[src/ss_timer_pkg.sv]
package ss_timer_pkg;

    // Save-state bus widths
    localparam int SS_ADDR_W = 8;
    localparam int SS_DATA_W = 32;

    // Address map, timer i sits at SS_ADDR_TIMER_BASE + i
    localparam logic [SS_ADDR_W-1:0] SS_ADDR_PRESCALER = 8'h00;
    localparam logic [SS_ADDR_W-1:0] SS_ADDR_TIMER_BASE = 8'h01;

    // Value loaded into every down-counter on reset and on defaults load
    localparam logic [7:0] DOWNCOUNTER_DEFAULT = 8'hFF;

    // One save-state word, read either as the prescaler or as a timer
    typedef union packed {
        struct packed {
            logic [15:0] pad;
            logic        tick_256;
            logic [6:0]  divider;
            logic [7:0]  counter_256;
        } prescaler;
        struct packed {
            logic [23:0] pad;
            logic [7:0]  downcounter;
        } timer;
    } ss_word_u;

endpackage
[src/timer_savestate_top.sv]
`timescale 1ns/1ps

module timer_savestate_top #(
    parameter int NUM_TIMERS = 4
) (
    input  logic                                  clk,
    input  logic                                  arst_n,
    input  logic                                  clk_32k_en,
    input  logic [NUM_TIMERS-1:0]                 timer_enable,
    input  logic [NUM_TIMERS-1:0]                 timer_clock_sel,
    input  logic [NUM_TIMERS-1:0][7:0]            timer_reload,
    input  logic [NUM_TIMERS-1:0]                 factor_mask,
    input  logic                                  factor_ack,
    input  logic [ss_timer_pkg::SS_ADDR_W-1:0]    ss_addr,
    input  logic [ss_timer_pkg::SS_DATA_W-1:0]    ss_wdata,
    input  logic                                  ss_write,
    input  logic                                  ss_load_defaults,
    output logic                                  irq,
    output logic [ss_timer_pkg::SS_DATA_W-1:0]    ss_rdata
);

    localparam int ADDR_W = ss_timer_pkg::SS_ADDR_W;
    localparam int DATA_W = ss_timer_pkg::SS_DATA_W;

    logic                               tick_8k;
    logic                               tick_256;
    logic [NUM_TIMERS-1:0]              underflow;
    logic [DATA_W-1:0]                  prescaler_word;
    logic [NUM_TIMERS-1:0][DATA_W-1:0]  timer_words;

    clock_prescaler u_prescaler (
        .clk              (clk),
        .arst_n           (arst_n),
        .clk_32k_en       (clk_32k_en),
        .ss_addr          (ss_addr),
        .ss_wdata         (ss_wdata),
        .ss_write         (ss_write),
        .ss_load_defaults (ss_load_defaults),
        .tick_8k          (tick_8k),
        .tick_256         (tick_256),
        .ss_word          (prescaler_word)
    );

    // One save-state slot per timer, in index order
    for (genvar i = 0; i < NUM_TIMERS; i++) begin : g_timer
        prog_timer #(
            .SS_ADDR (ss_timer_pkg::SS_ADDR_TIMER_BASE + ADDR_W'(i))
        ) u_timer (
            .clk              (clk),
            .arst_n           (arst_n),
            .enable           (timer_enable[i]),
            .clock_sel        (timer_clock_sel[i]),
            .reload           (timer_reload[i]),
            .tick_8k          (tick_8k),
            .tick_256         (tick_256),
            .ss_addr          (ss_addr),
            .ss_wdata         (ss_wdata),
            .ss_write         (ss_write),
            .ss_load_defaults (ss_load_defaults),
            .underflow        (underflow[i]),
            .ss_word          (timer_words[i])
        );
    end

    interrupt_collector #(
        .NUM_TIMERS (NUM_TIMERS)
    ) u_collector (
        .clk              (clk),
        .arst_n           (arst_n),
        .underflow        (underflow),
        .factor_mask      (factor_mask),
        .factor_ack       (factor_ack),
        .ss_addr          (ss_addr),
        .ss_wdata         (ss_wdata),
        .ss_write         (ss_write),
        .ss_load_defaults (ss_load_defaults),
        .prescaler_word   (prescaler_word),
        .timer_words      (timer_words),
        .irq              (irq),
        .ss_rdata         (ss_rdata)
    );

endmodule

[src/interrupt_collector.sv]
`timescale 1ns/1ps

module interrupt_collector #(
    parameter int NUM_TIMERS = 4
) (
    input  logic                                                  clk,
    input  logic                                                  arst_n,
    input  logic [NUM_TIMERS-1:0]                                 underflow,
    input  logic [NUM_TIMERS-1:0]                                 factor_mask,
    input  logic                                                  factor_ack,
    input  logic [ss_timer_pkg::SS_ADDR_W-1:0]                    ss_addr,
    input  logic [ss_timer_pkg::SS_DATA_W-1:0]                    ss_wdata,
    input  logic                                                  ss_write,
    input  logic                                                  ss_load_defaults,
    input  logic [ss_timer_pkg::SS_DATA_W-1:0]                    prescaler_word,
    input  logic [NUM_TIMERS-1:0][ss_timer_pkg::SS_DATA_W-1:0]    timer_words,
    output logic                                                  irq,
    output logic [ss_timer_pkg::SS_DATA_W-1:0]                    ss_rdata
);

    localparam int ADDR_W = ss_timer_pkg::SS_ADDR_W;
    localparam int DATA_W = ss_timer_pkg::SS_DATA_W;

    // Flag word sits right after the last timer
    localparam logic [ADDR_W-1:0] FLAG_ADDR =
        ss_timer_pkg::SS_ADDR_TIMER_BASE + ADDR_W'(NUM_TIMERS);

    logic [NUM_TIMERS-1:0] flags;
    logic [DATA_W-1:0]     flag_word;
    logic                  flag_hit;

    assign flag_hit  = ss_write && (ss_addr == FLAG_ADDR);
    assign flag_word = {{(DATA_W - NUM_TIMERS){1'b0}}, flags};

    always_ff @(posedge clk or negedge arst_n) begin
        if (!arst_n) begin
            flags <= '0;
        end else if (ss_load_defaults) begin
            flags <= '0;
        end else if (flag_hit) begin
            flags <= ss_wdata[NUM_TIMERS-1:0];
        end else if (factor_ack) begin
            // An underflow in the ack cycle survives the clear
            flags <= underflow;
        end else begin
            flags <= flags | underflow;
        end
    end

    assign irq = |(flags & factor_mask);

    // Read mux, unmapped addresses give zero
    always_comb begin
        ss_rdata = '0;
        if (ss_addr == ss_timer_pkg::SS_ADDR_PRESCALER) begin
            ss_rdata = prescaler_word;
        end
        if (ss_addr == FLAG_ADDR) begin
            ss_rdata = flag_word;
        end
        for (int i = 0; i < NUM_TIMERS; i++) begin
            if (ss_addr == ss_timer_pkg::SS_ADDR_TIMER_BASE + ADDR_W'(i)) begin
                ss_rdata = timer_words[i];
            end
        end
    end

    a_irq_has_source: assert property (
        @(posedge clk) disable iff (!arst_n)
        irq |-> ((flags & factor_mask) != '0)
    );

    // Timer underflow is latched on the same edge, ack or not
    a_flag_latched: assert property (
        @(posedge clk) disable iff (!arst_n)
        ((underflow != '0) && !flag_hit && !ss_load_defaults)
            |=> ((flags & $past(underflow)) == $past(underflow))
    );

endmodule

[src/prog_timer.sv]
`timescale 1ns/1ps

module prog_timer #(
    parameter logic [ss_timer_pkg::SS_ADDR_W-1:0] SS_ADDR = ss_timer_pkg::SS_ADDR_TIMER_BASE
) (
    input  logic                                  clk,
    input  logic                                  arst_n,
    input  logic                                  enable,
    input  logic                                  clock_sel,
    input  logic [7:0]                            reload,
    input  logic                                  tick_8k,
    input  logic                                  tick_256,
    input  logic [ss_timer_pkg::SS_ADDR_W-1:0]    ss_addr,
    input  logic [ss_timer_pkg::SS_DATA_W-1:0]    ss_wdata,
    input  logic                                  ss_write,
    input  logic                                  ss_load_defaults,
    output logic                                  underflow,
    output logic [ss_timer_pkg::SS_DATA_W-1:0]    ss_word
);

    logic [7:0]             downcounter;
    logic                   tick_sel;
    logic                   ss_hit;
    ss_timer_pkg::ss_word_u wr_word;
    ss_timer_pkg::ss_word_u rd_word;

    assign wr_word = ss_wdata;
    assign ss_hit  = ss_write && (ss_addr == SS_ADDR);

    // 0 picks 8 kHz, 1 picks 256 Hz
    assign tick_sel = clock_sel ? tick_256 : tick_8k;

    // Pulses on the tick that finds the count at zero
    assign underflow = enable && tick_sel && (downcounter == 8'd0);

    always_ff @(posedge clk or negedge arst_n) begin
        if (!arst_n) begin
            downcounter <= ss_timer_pkg::DOWNCOUNTER_DEFAULT;
        end else if (ss_load_defaults) begin
            downcounter <= ss_timer_pkg::DOWNCOUNTER_DEFAULT;
        end else if (ss_hit) begin
            // A restore beats a tick in the same cycle
            downcounter <= wr_word.timer.downcounter;
        end else if (enable && tick_sel) begin
            if (underflow) begin
                downcounter <= reload;
            end else begin
                downcounter <= downcounter - 8'd1;
            end
        end
    end

    always_comb begin
        rd_word                   = '0;
        rd_word.timer.downcounter = downcounter;
    end

    assign ss_word = rd_word;

    // A stopped timer keeps its count unless the bus touches it
    a_hold_when_disabled: assert property (
        @(posedge clk) disable iff (!arst_n)
        (!enable && !ss_hit && !ss_load_defaults) |=> $stable(downcounter)
    );

    // Underflow only from zero, and the next count is the reload value
    a_underflow_reload: assert property (
        @(posedge clk) disable iff (!arst_n)
        (underflow && !ss_hit && !ss_load_defaults)
            |-> (downcounter == 8'd0) ##1 (downcounter == $past(reload))
    );

endmodule

[src/clock_prescaler.sv]
`timescale 1ns/1ps

module clock_prescaler (
    input  logic                                  clk,
    input  logic                                  arst_n,
    input  logic                                  clk_32k_en,
    input  logic [ss_timer_pkg::SS_ADDR_W-1:0]    ss_addr,
    input  logic [ss_timer_pkg::SS_DATA_W-1:0]    ss_wdata,
    input  logic                                  ss_write,
    input  logic                                  ss_load_defaults,
    output logic                                  tick_8k,
    output logic                                  tick_256,
    output logic [ss_timer_pkg::SS_DATA_W-1:0]    ss_word
);

    logic [6:0]             divider;
    logic [7:0]             counter_256;
    logic                   tick_256_q;
    logic                   ss_hit;
    ss_timer_pkg::ss_word_u wr_word;
    ss_timer_pkg::ss_word_u rd_word;

    assign wr_word = ss_wdata;
    assign ss_hit  = ss_write && (ss_addr == ss_timer_pkg::SS_ADDR_PRESCALER);

    // 32 kHz / 4 and 32 kHz / 128
    assign tick_8k  = clk_32k_en && (divider[1:0] == 2'b11);
    assign tick_256 = clk_32k_en && (divider == 7'd127);

    always_ff @(posedge clk or negedge arst_n) begin
        if (!arst_n) begin
            divider     <= '0;
            counter_256 <= '0;
            tick_256_q  <= 1'b0;
        end else if (ss_load_defaults) begin
            divider     <= '0;
            counter_256 <= '0;
            tick_256_q  <= 1'b0;
        end else if (ss_hit) begin
            divider     <= wr_word.prescaler.divider;
            counter_256 <= wr_word.prescaler.counter_256;
            tick_256_q  <= wr_word.prescaler.tick_256;
        end else begin
            // Tick bit follows the wrap by one cycle
            tick_256_q <= tick_256;
            if (clk_32k_en) begin
                divider <= divider + 7'd1;
            end
            if (tick_256) begin
                counter_256 <= counter_256 + 8'd1;
            end
        end
    end

    // Padding reads back as zero
    always_comb begin
        rd_word                       = '0;
        rd_word.prescaler.tick_256    = tick_256_q;
        rd_word.prescaler.divider     = divider;
        rd_word.prescaler.counter_256 = counter_256;
    end

    assign ss_word = rd_word;

    // Every 256 Hz tick must land on an 8 kHz tick, or the timers drift apart
    a_tick_nested: assert property (
        @(posedge clk) disable iff (!arst_n)
        tick_256 |-> tick_8k
    );

endmodule

[config.mk]
export PLATFORM = sky130hd
export DESIGN_NAME = timer_savestate_top
export DESIGN_NICKNAME = d
export VERILOG_FILES = /design/src/ss_timer_pkg.sv /design/src/timer_savestate_top.sv /design/src/interrupt_collector.sv /design/src/prog_timer.sv /design/src/clock_prescaler.sv
export SDC_FILE = /design/constraint.sdc
export NUM_CORES = 1
export LEC_CHECK = 0
export BUFFER_PORTS_ARGS = -buffer_cell sky130_fd_sc_hd__buf_4
export CORE_ASPECT_RATIO = 1.5
export CORE_MARGIN = 2
export CORE_UTILIZATION = 48
export CTS_BUF_LIST = sky130_fd_sc_hd__clkbuf_16
export CTS_CLUSTER_SIZE = 40
export DETAILED_ROUTE_END_ITERATION = 8
export HOLD_SLACK_MARGIN = 0.05
export PLACE_DENSITY_LB_ADDON = 0.08
export SLEW_MARGIN = 10
export SYNTH_ARGS = -nofsm -noshare
export SYNTH_HDL_FRONTEND = slang
export SYNTH_SLANG_ARGS = --single-unit
[constraint.sdc]
create_clock -name clk -period 2.25 [get_ports clk]
set_clock_uncertainty 0.05 [all_clocks]
set_input_delay 0.1125 -clock clk [delete_from_list [all_inputs] [get_ports clk]]
set_output_delay 0.1125 -clock clk [all_outputs]
set_load 0.01 [all_outputs]
==> metrics.md, run 1 <==
| Metric | Value |
|---|---|
| Sink Count | 52 |
| Vias per cell | 6.27 |
| I/O Buffers | 90 |
| Ports | 123 |
| Clock edge transition at the registers on the reported setup and hold paths | 0.07 ns |
| Worst min-delay path class | input port to flop |
| Post-Route WL | 14.3 mm |
| Htree depth | 2 |
| Unrepaired setup endpoints after global routing | no |
| Utilization after layout | 60.2% |
| Postcts setup bufs | 0 |
| YS warnings | 0 |
| Final setup fails | 0 |
| Rows | 42 |
| #FFs+latches synth | 52 |
| Worst vdd ir | 0.342 mV |
| Async SR Flop Fraction | 100% |
| Synthesis-to-layout area growth | 22.3% |
| Worst slew margin | 52.6% |
| Grt ovf | 0 |
| Multi-input gate area | 2720 um2 |
| Core Box Area | 8830 um2 |
| Initial Utilization | 49.2% |
| Status | finished, final reports clean |
| Die area | 9840 um2 |
| Die Span X | 81.7 um |
| Placement Cell Area | 5120 um2 |
| Number of enable flip-flop cells after synthesis | 0 |
| GR Layer Usage met3 | 3.66% |
| PD cells | 385 nW/um2 |
| Period utilization | 96.2% |
| Cell Area, Synth | 4340 um2 |
| Initial antenna violation count | 0 |
| Top-count cell post-synth | nor2_1 |
| First-pass GRT wire length | 22.3 mm |
| Fin worst setup slack | 0.0844 ns |
| LEAKAGE | 2.32 nW |
| Max Freq | 462 MHz |
| Max clock buf depth | 2 |
| Post-route insts no fill | 729 |
| Wirelength per Cell | 19.7 um |
| Dpl ws | 0.0631 ns |
| Routed Antenna Nets | 0 |
| Die height | 121 um |
| Fillers | 855 |
| Largest cells by area after synthesis | dfstp_2, dfrtp_1, nor2_1, a211oi_1, mux2i_1 |
| Reg2reg setup slack | 0.08 ns |
| Cells after Synth | 528 |
| Setup CP Type | flop to flop |
| Root Buffer | clkbuf_16 |
| Met1 Track Usage GR | 38.4% |
| Critical path launch point type | flop |
| Final hold vios | 0 |
| DRC errors left | 0 |
| Cell count after placement | 718 |
| CTS Buf Count | 5 |
| CTS tree | done |
| Area leader, netlist | dfstp_2 |
| Worst-margin pin slew | 0.710 ns |
| Total Routing Usage GR | 29.6% |
| CP arrival | 2.33 ns |
| Sequential share of the synthesized area | 30.9% |
| Crit path time final | 2.17 ns |
| CP max FO | 10 |
| CP Capture Type | flop |
| Layout cell share with drive strength beyond 1 | 28.8% |
| Setup TNS | 0 ns |
| Slew Viols, Final | 0 |
| Final instance area | 5310 um2 |
| Vias in the first global route | 4338 |
| # diodes | 0 |
| First drt pass iteration count | 5 |
| Nets | 715 |
| GPL Wtd Cong | 0.909 |
| Number of max-cap violations | 0 |
| Met2 Use GR | 48.1% |
| Post-synth top flop | dfstp_2 |
| Initial DRC Count | 362 |
| Largest net degree at the start of global routing | 53 |
| GRT Max-Usage Layer | met2 |
| Reg area | 1340 um2 |
| Worst Path Required | 2.41 ns |
| Via count | 4568 |
| Post-synth top cells | nor2_1, a21oi_1, dfstp_2 |
| DP HPWL | 10.5 mm |
| Mapped Avg Cell Area | 8.23 um2 |
| Post-synthesis cell type count | 80 |
| Yosys top cell area share | 19.4% |
| Skew-Pair Late Insertion Delay | 0.30 ns |
[critical path, stage by stage, from the launching register on]
cell      delay (ns)
dfstp_2         0.37
inv_1           0.08
ha_2            0.18
or2b_2          0.29
or4_4           0.44
buf_6           0.16
or3_1           0.31
o211ai_1        0.09
a22oi_1         0.11
[stage by stage]
| stage | hold WS, ns | power [mW] |
|---|---|---|
| 4_1_cts | 0.0533 | 2.04 |
| 6_report | 0.0492 | 2.04 |
| 2_1_floorplan | -0.233 | 1.12 |
| 3_5_place_dp | 0.168 | 1.28 |
| 3_3_place_gp | 0.159 | 1.27 |
| 5_1_grt | 0.0650 | 2.11 |
[where the power goes]
part	switching [mW]	internal, mW	leakage, nW
logic	0.167	0.137	1.63
registers	0.0139	0.951	0.615
clock network	0.372	0.403	0.0738
[area by class of cell]
cell class	count	area share [%]
Multi-Input combinational cell	422	51.2
Sequential cell	52	25.2
Timing Repair Buffer	120	17.2
Tap cell	110	2.59
Clock buffer	5	2.36
Inverter	17	1.20
Clock inverter	3	0.212
[routing by layer]
| metal | routed length, um | share of wire (%) |
|---|---|---|
| met1 | 5780 | 40 |
| met2 | 6990 | 49 |
| met3 | 970 | 6.8 |
| met4 | 607 | 4.2 |
| met5 | 0 | 0 |
[cell families (layout without fill, tap and decap cells)]
family	after synthesis	count (layout)	synth area share, %
and+or+nand+nor	200	200	24.2
DFF	52	52	30.9
other	1	16	0.0863
buffers and inverters	69	145	8.27
muxes	23	23	5.44
xor gates and xnor gates	14	14	2.82
adders and majority gates	7	7	2.02
AOI/OAI and AO/OA	162	162	26.3
[what timing repair did]
| action | in CTS | in global routing |
|---|---|---|
| hold endpoints to repair | 22 | 0 |
| resized for setup | 0 | 6 |
| setup endpoints to repair | 0 | 2 |
| hold buffers | 3 | 0 |
[layout by cell type (no fill, tap or decap), types with 7 or more instances in the layout]
cell	synthesis	routed
xnor2_1	8	8
inv_1	17	19
dfstp_2	32	32
a21oi_1	33	33
nand2_1	29	29
buf_4	16	115
conb_1	1	16
nand4_1	7	7
mux2i_1	18	18
dfrtp_1	20	20
a211oi_1	26	26
o21ai_0	22	22
and2_1	11	11
nor2b_1	7	7
nor2_1	60	60
nand3_1	11	11
nor3_1	25	24
a31oi_1	7	7
[worst paths after layout]
path	startpoint	to	cells after the start
min in group asynchronous	arst_n	u_prescaler.counter_256[3]$_DFFE_PN0P_	2
min	ss_wdata[9]	u_prescaler.divider[1]$_DFFE_PN0P_	3
max in group asynchronous	arst_n	u_prescaler.divider[0]$_DFFE_PN0P_	2
max	g_timer[3].u_timer.downcounter[0]$_DFFE_PN1P_	g_timer[3].u_timer.downcounter[0]$_DFFE_PN1P_	8
min reg2reg	g_timer[0].u_timer.downcounter[3]$_DFFE_PN1P_	g_timer[0].u_timer.downcounter[3]$_DFFE_PN1P_	2
max reg2reg	g_timer[3].u_timer.downcounter[0]$_DFFE_PN1P_	g_timer[3].u_timer.downcounter[0]$_DFFE_PN1P_	8
[flip-flops by register name, summed over array words and instances (netlist names)]
name                         flops
g_timer.u_timer.downcounter     32
u_collector.flags                4
u_prescaler.counter_256          8
u_prescaler.divider              7
u_prescaler.tick_256_q           1
No activity file was read; power rests on OpenSTA's default activity.
==> run 2, diff against run 1 <==
- GPL_TIMING_DRIVEN: default -> 0
- clock period: 2.25 -> 1.85 ns (I/O delays scaled with it)
==> run 2 against run 1 <==
  * Largest power group unchanged
  * Worst setup slack worse by 0.34 ns
  * Register-to-register slack worse by 0.34 ns
  * Die area unchanged
  * The flow now finishes with violations (negative setup slack)
  * Sequential power up 21%
  * First-iteration DRC count up 38%
  * Clock-buffer cell count unchanged
  * Total power up 29%
  * Final area up 23%
  * Fmax up 2.9%
  * Combinational power up 57%
==> metrics.md, run 2 (same netlist as run 1, synthesis figures left out) <==
| Metric | Value |
|---|---|
| Status | complete, but fails checks (was finished, final reports clean) |
| Violations in the final reports | negative setup slack |
| Layout cell share with drive strength beyond 1 | 45.9% (was 28.8%) |
| Routed Antenna Nets | 0 (unchanged) |
| GPL Wtd Cong | 0.964 (was 0.909) |
| Wirelength per Cell | 20.5 um (was 19.7 um) |
| Die height | 121 um (unchanged) |
| Post-Route WL | 16.8 mm (was 14.3 mm) |
| Via count | 5138 (was 4568) |
| Post-route insts no fill | 818 (was 729) |
| Largest net degree at the start of global routing | 53 (unchanged) |
| # diodes | 0 (unchanged) |
| CTS tree | done (unchanged) |
| LEAKAGE | 2.90 nW (was 2.32 nW) |
| Synthesis-to-layout area growth | 50.9% (was 22.3%) |
| Final hold vios | 0 (unchanged) |
| Most frequent cells in the layout | buf_4, nor2_1, dfstp_2 (was buf_4, nor2_1, a21oi_1) |
| Core Box Area | 8830 um2 (unchanged) |
| DP HPWL | 11.1 mm (was 10.5 mm) |
| Worst Path Required | 2.03 ns (was 2.41 ns) |
| DRC errors left | 0 (unchanged) |
| Final hold slack | 0.0651 ns (was 0.0492 ns) |
| Sink Count | 52 (unchanged) |
| Worst Hold Depth | 3 (unchanged) |
| Reg2reg start | g_timer[3].u_timer.downcounter[0]$_DFFE_PN1P_ (unchanged) |
| Worst min-delay path class | input port to flop (unchanged) |
| CTS Buf Count | 5 (unchanged) |
| PD cells | 401 nW/um2 (was 385 nW/um2) |
| Worst-margin pin slew | 0.799 ns (was 0.710 ns) |
| Vias per cell | 6.28 (was 6.27) |
| R2R depth | 8 (unchanged) |
| Worst Hold End | u_prescaler.divider[1]$_DFFE_PN0P_ (unchanged) |
| Crit path time final | 2.10 ns (was 2.17 ns) |
| Root Buffer | clkbuf_16 (unchanged) |
| Initial antenna violation count | 0 (unchanged) |
| Vias in the first global route | 4763 (was 4338) |
| Unrepaired setup endpoints after global routing | yes (was no) |
| I/O Buffers | 88 (was 90) |
| Initial Utilization | 49.2% (unchanged) |
| Fin worst setup slack | -0.254 ns (was 0.0844 ns) |
| Most common cell after layout, fill and taps aside | buf_4 (unchanged) |
| Ports | 123 (unchanged) |
| Number of max-cap violations | 0 (unchanged) |
| CP Capture Type | flop (unchanged) |
| Cell count after placement | 741 (was 718) |
| Die Span X | 81.7 um (unchanged) |
| Grt ovf | 0 (unchanged) |
| Clock edge transition at the registers on the reported setup and hold paths | 0.07 ns (about the same) |
| Hold_sp | ss_wdata[9] (unchanged) |
| Skew-Pair Late Insertion Delay | 0.30 ns (about the same) |
| Setup CP Type | flop to flop (unchanged) |
| Die area | 9840 um2 (unchanged) |
| First-pass GRT wire length | 24.3 mm (was 22.3 mm) |
| Reg2reg setup slack | -0.25 ns (was 0.08 ns) |
| Top Registers | g_timer.u_timer.downcounter (32), u_prescaler.counter_256 (8), u_prescaler.divider (7) (unchanged) |
| Max Freq | 475 MHz (was 462 MHz) |
| Rows | 42 (unchanged) |
| Slew Viols, Final | 0 (unchanged) |
| Htree depth | 2 (unchanged) |
| Initial DRC Count | 501 (was 362) |
| CP arrival | 2.28 ns (was 2.33 ns) |
| Worst slew margin | 46.7% (was 52.6%) |
| RR Endpoint | g_timer[3].u_timer.downcounter[1]$_DFFE_PN1P_ (was g_timer[3].u_timer.downcounter[0]$_DFFE_PN1P_) |
| Nets | 804 (was 715) |
| Period utilization | 114% (was 96.2%) |
| CP max FO | 7 (was 10) |
| First drt pass iteration count | 5 (unchanged) |
| Worst vdd ir | 0.445 mV (was 0.342 mV) |
| Total Routing Usage GR | 32.5% (was 29.6%) |
| Final setup fails | 16 (was 0) |
| Number of flip-flops in the largest register | 32 (unchanged) |
| Critical path launch point type | flop (unchanged) |
| Top reg by flops | g_timer.u_timer.downcounter (unchanged) |
| Max clock buf depth | 2 (unchanged) |
[run 2: layer usage]
metal | up-vias | GRT usage [%] | share of wire, %
met4 | 0 | 18.6 | 6.4
li1 | 2313 | - | -
met2 | 294 | 53.2 | 49
met5 | - | 0 | 0
met1 | 2459 | 40.2 | 37
met3 | 72 | 4.33 | 7.6
[run 2: cell type report]
class	count	area (um2)
clock buffers	5	125
well taps	110	138
flip-flops and latches	52	1350
inverters	17	68.8
repair buffers	166	1330
multi-input cells	422	3220
plain buffers	43	304
fillers	654	2270
clock inverters	3	23.8
[run 2: stage by stage]
stage / TNS [ns] / worst slack, ns / util (%) / power, mW / area (um2)
after floorplan: -1.05 / -0.205 / - / 1.37 / 4510
after global placement: -8.81 / -0.339 / 60.1 / 1.59 / 5310
after detailed placement: -10.88 / -0.373 / 60.1 / 1.59 / 5310
after CTS: -1.59 / -0.234 / 67.3 / 2.59 / 5940
after global routing: -3.12 / -0.282 / 74.3 / 2.71 / 6560
final: -2.11 / -0.254 / 74.3 / 2.63 / 6560
[run 2: critical path: stages, from the launching register on]
cell     delay, ns
dfstp_2       0.40
inv_4         0.07
ha_4          0.13
or2b_4        0.25
or4_4         0.51
buf_8         0.18
nor2_4        0.09
o21ai_2       0.05
a221o_1       0.30
[run 2: power breakdown]
part | internal (mW) | switching, mW | total (mW)
clock | 0.506 | 0.474 | 0.979
sequential | 1.16 | 0.0171 | 1.17
combinational | 0.227 | 0.249 | 0.477
[run 2: worst max-delay path by stage]
| stage | from | cells past startpoint | endpoint | slack, ns |
|---|---|---|---|---|
| 3_5_place_dp | g_timer[1].u_timer.downcounter[0]$_DFFE_PN1P_ | 8 | g_timer[1].u_timer.downcounter[7]$_DFFE_PN1P_ | -0.37 |
| 4_1_cts | g_timer[3].u_timer.downcounter[0]$_DFFE_PN1P_ | 8 | g_timer[3].u_timer.downcounter[1]$_DFFE_PN1P_ | -0.23 |
| 5_1_grt | g_timer[3].u_timer.downcounter[0]$_DFFE_PN1P_ | 8 | g_timer[3].u_timer.downcounter[2]$_DFFE_PN1P_ | -0.28 |
| 2_1_floorplan | g_timer[1].u_timer.downcounter[0]$_DFFE_PN1P_ | 8 | g_timer[1].u_timer.downcounter[7]$_DFFE_PN1P_ | -0.20 |
| 6_report | g_timer[3].u_timer.downcounter[0]$_DFFE_PN1P_ | 8 | g_timer[3].u_timer.downcounter[1]$_DFFE_PN1P_ | -0.25 |
| 3_3_place_gp | g_timer[1].u_timer.downcounter[0]$_DFFE_PN1P_ | 8 | g_timer[1].u_timer.downcounter[7]$_DFFE_PN1P_ | -0.34 |
[run 2: repair_timing]
action / CTS / global route
gates cloned: 0 / 2
gates resized for setup: 44 / 79
endpoints found under the setup margin: 43 / 51
buffers inserted: 31 / 35
pin swaps: 17 / 35
endpoints found under the hold margin: 30 / 0
hold buffers: 10 / 0
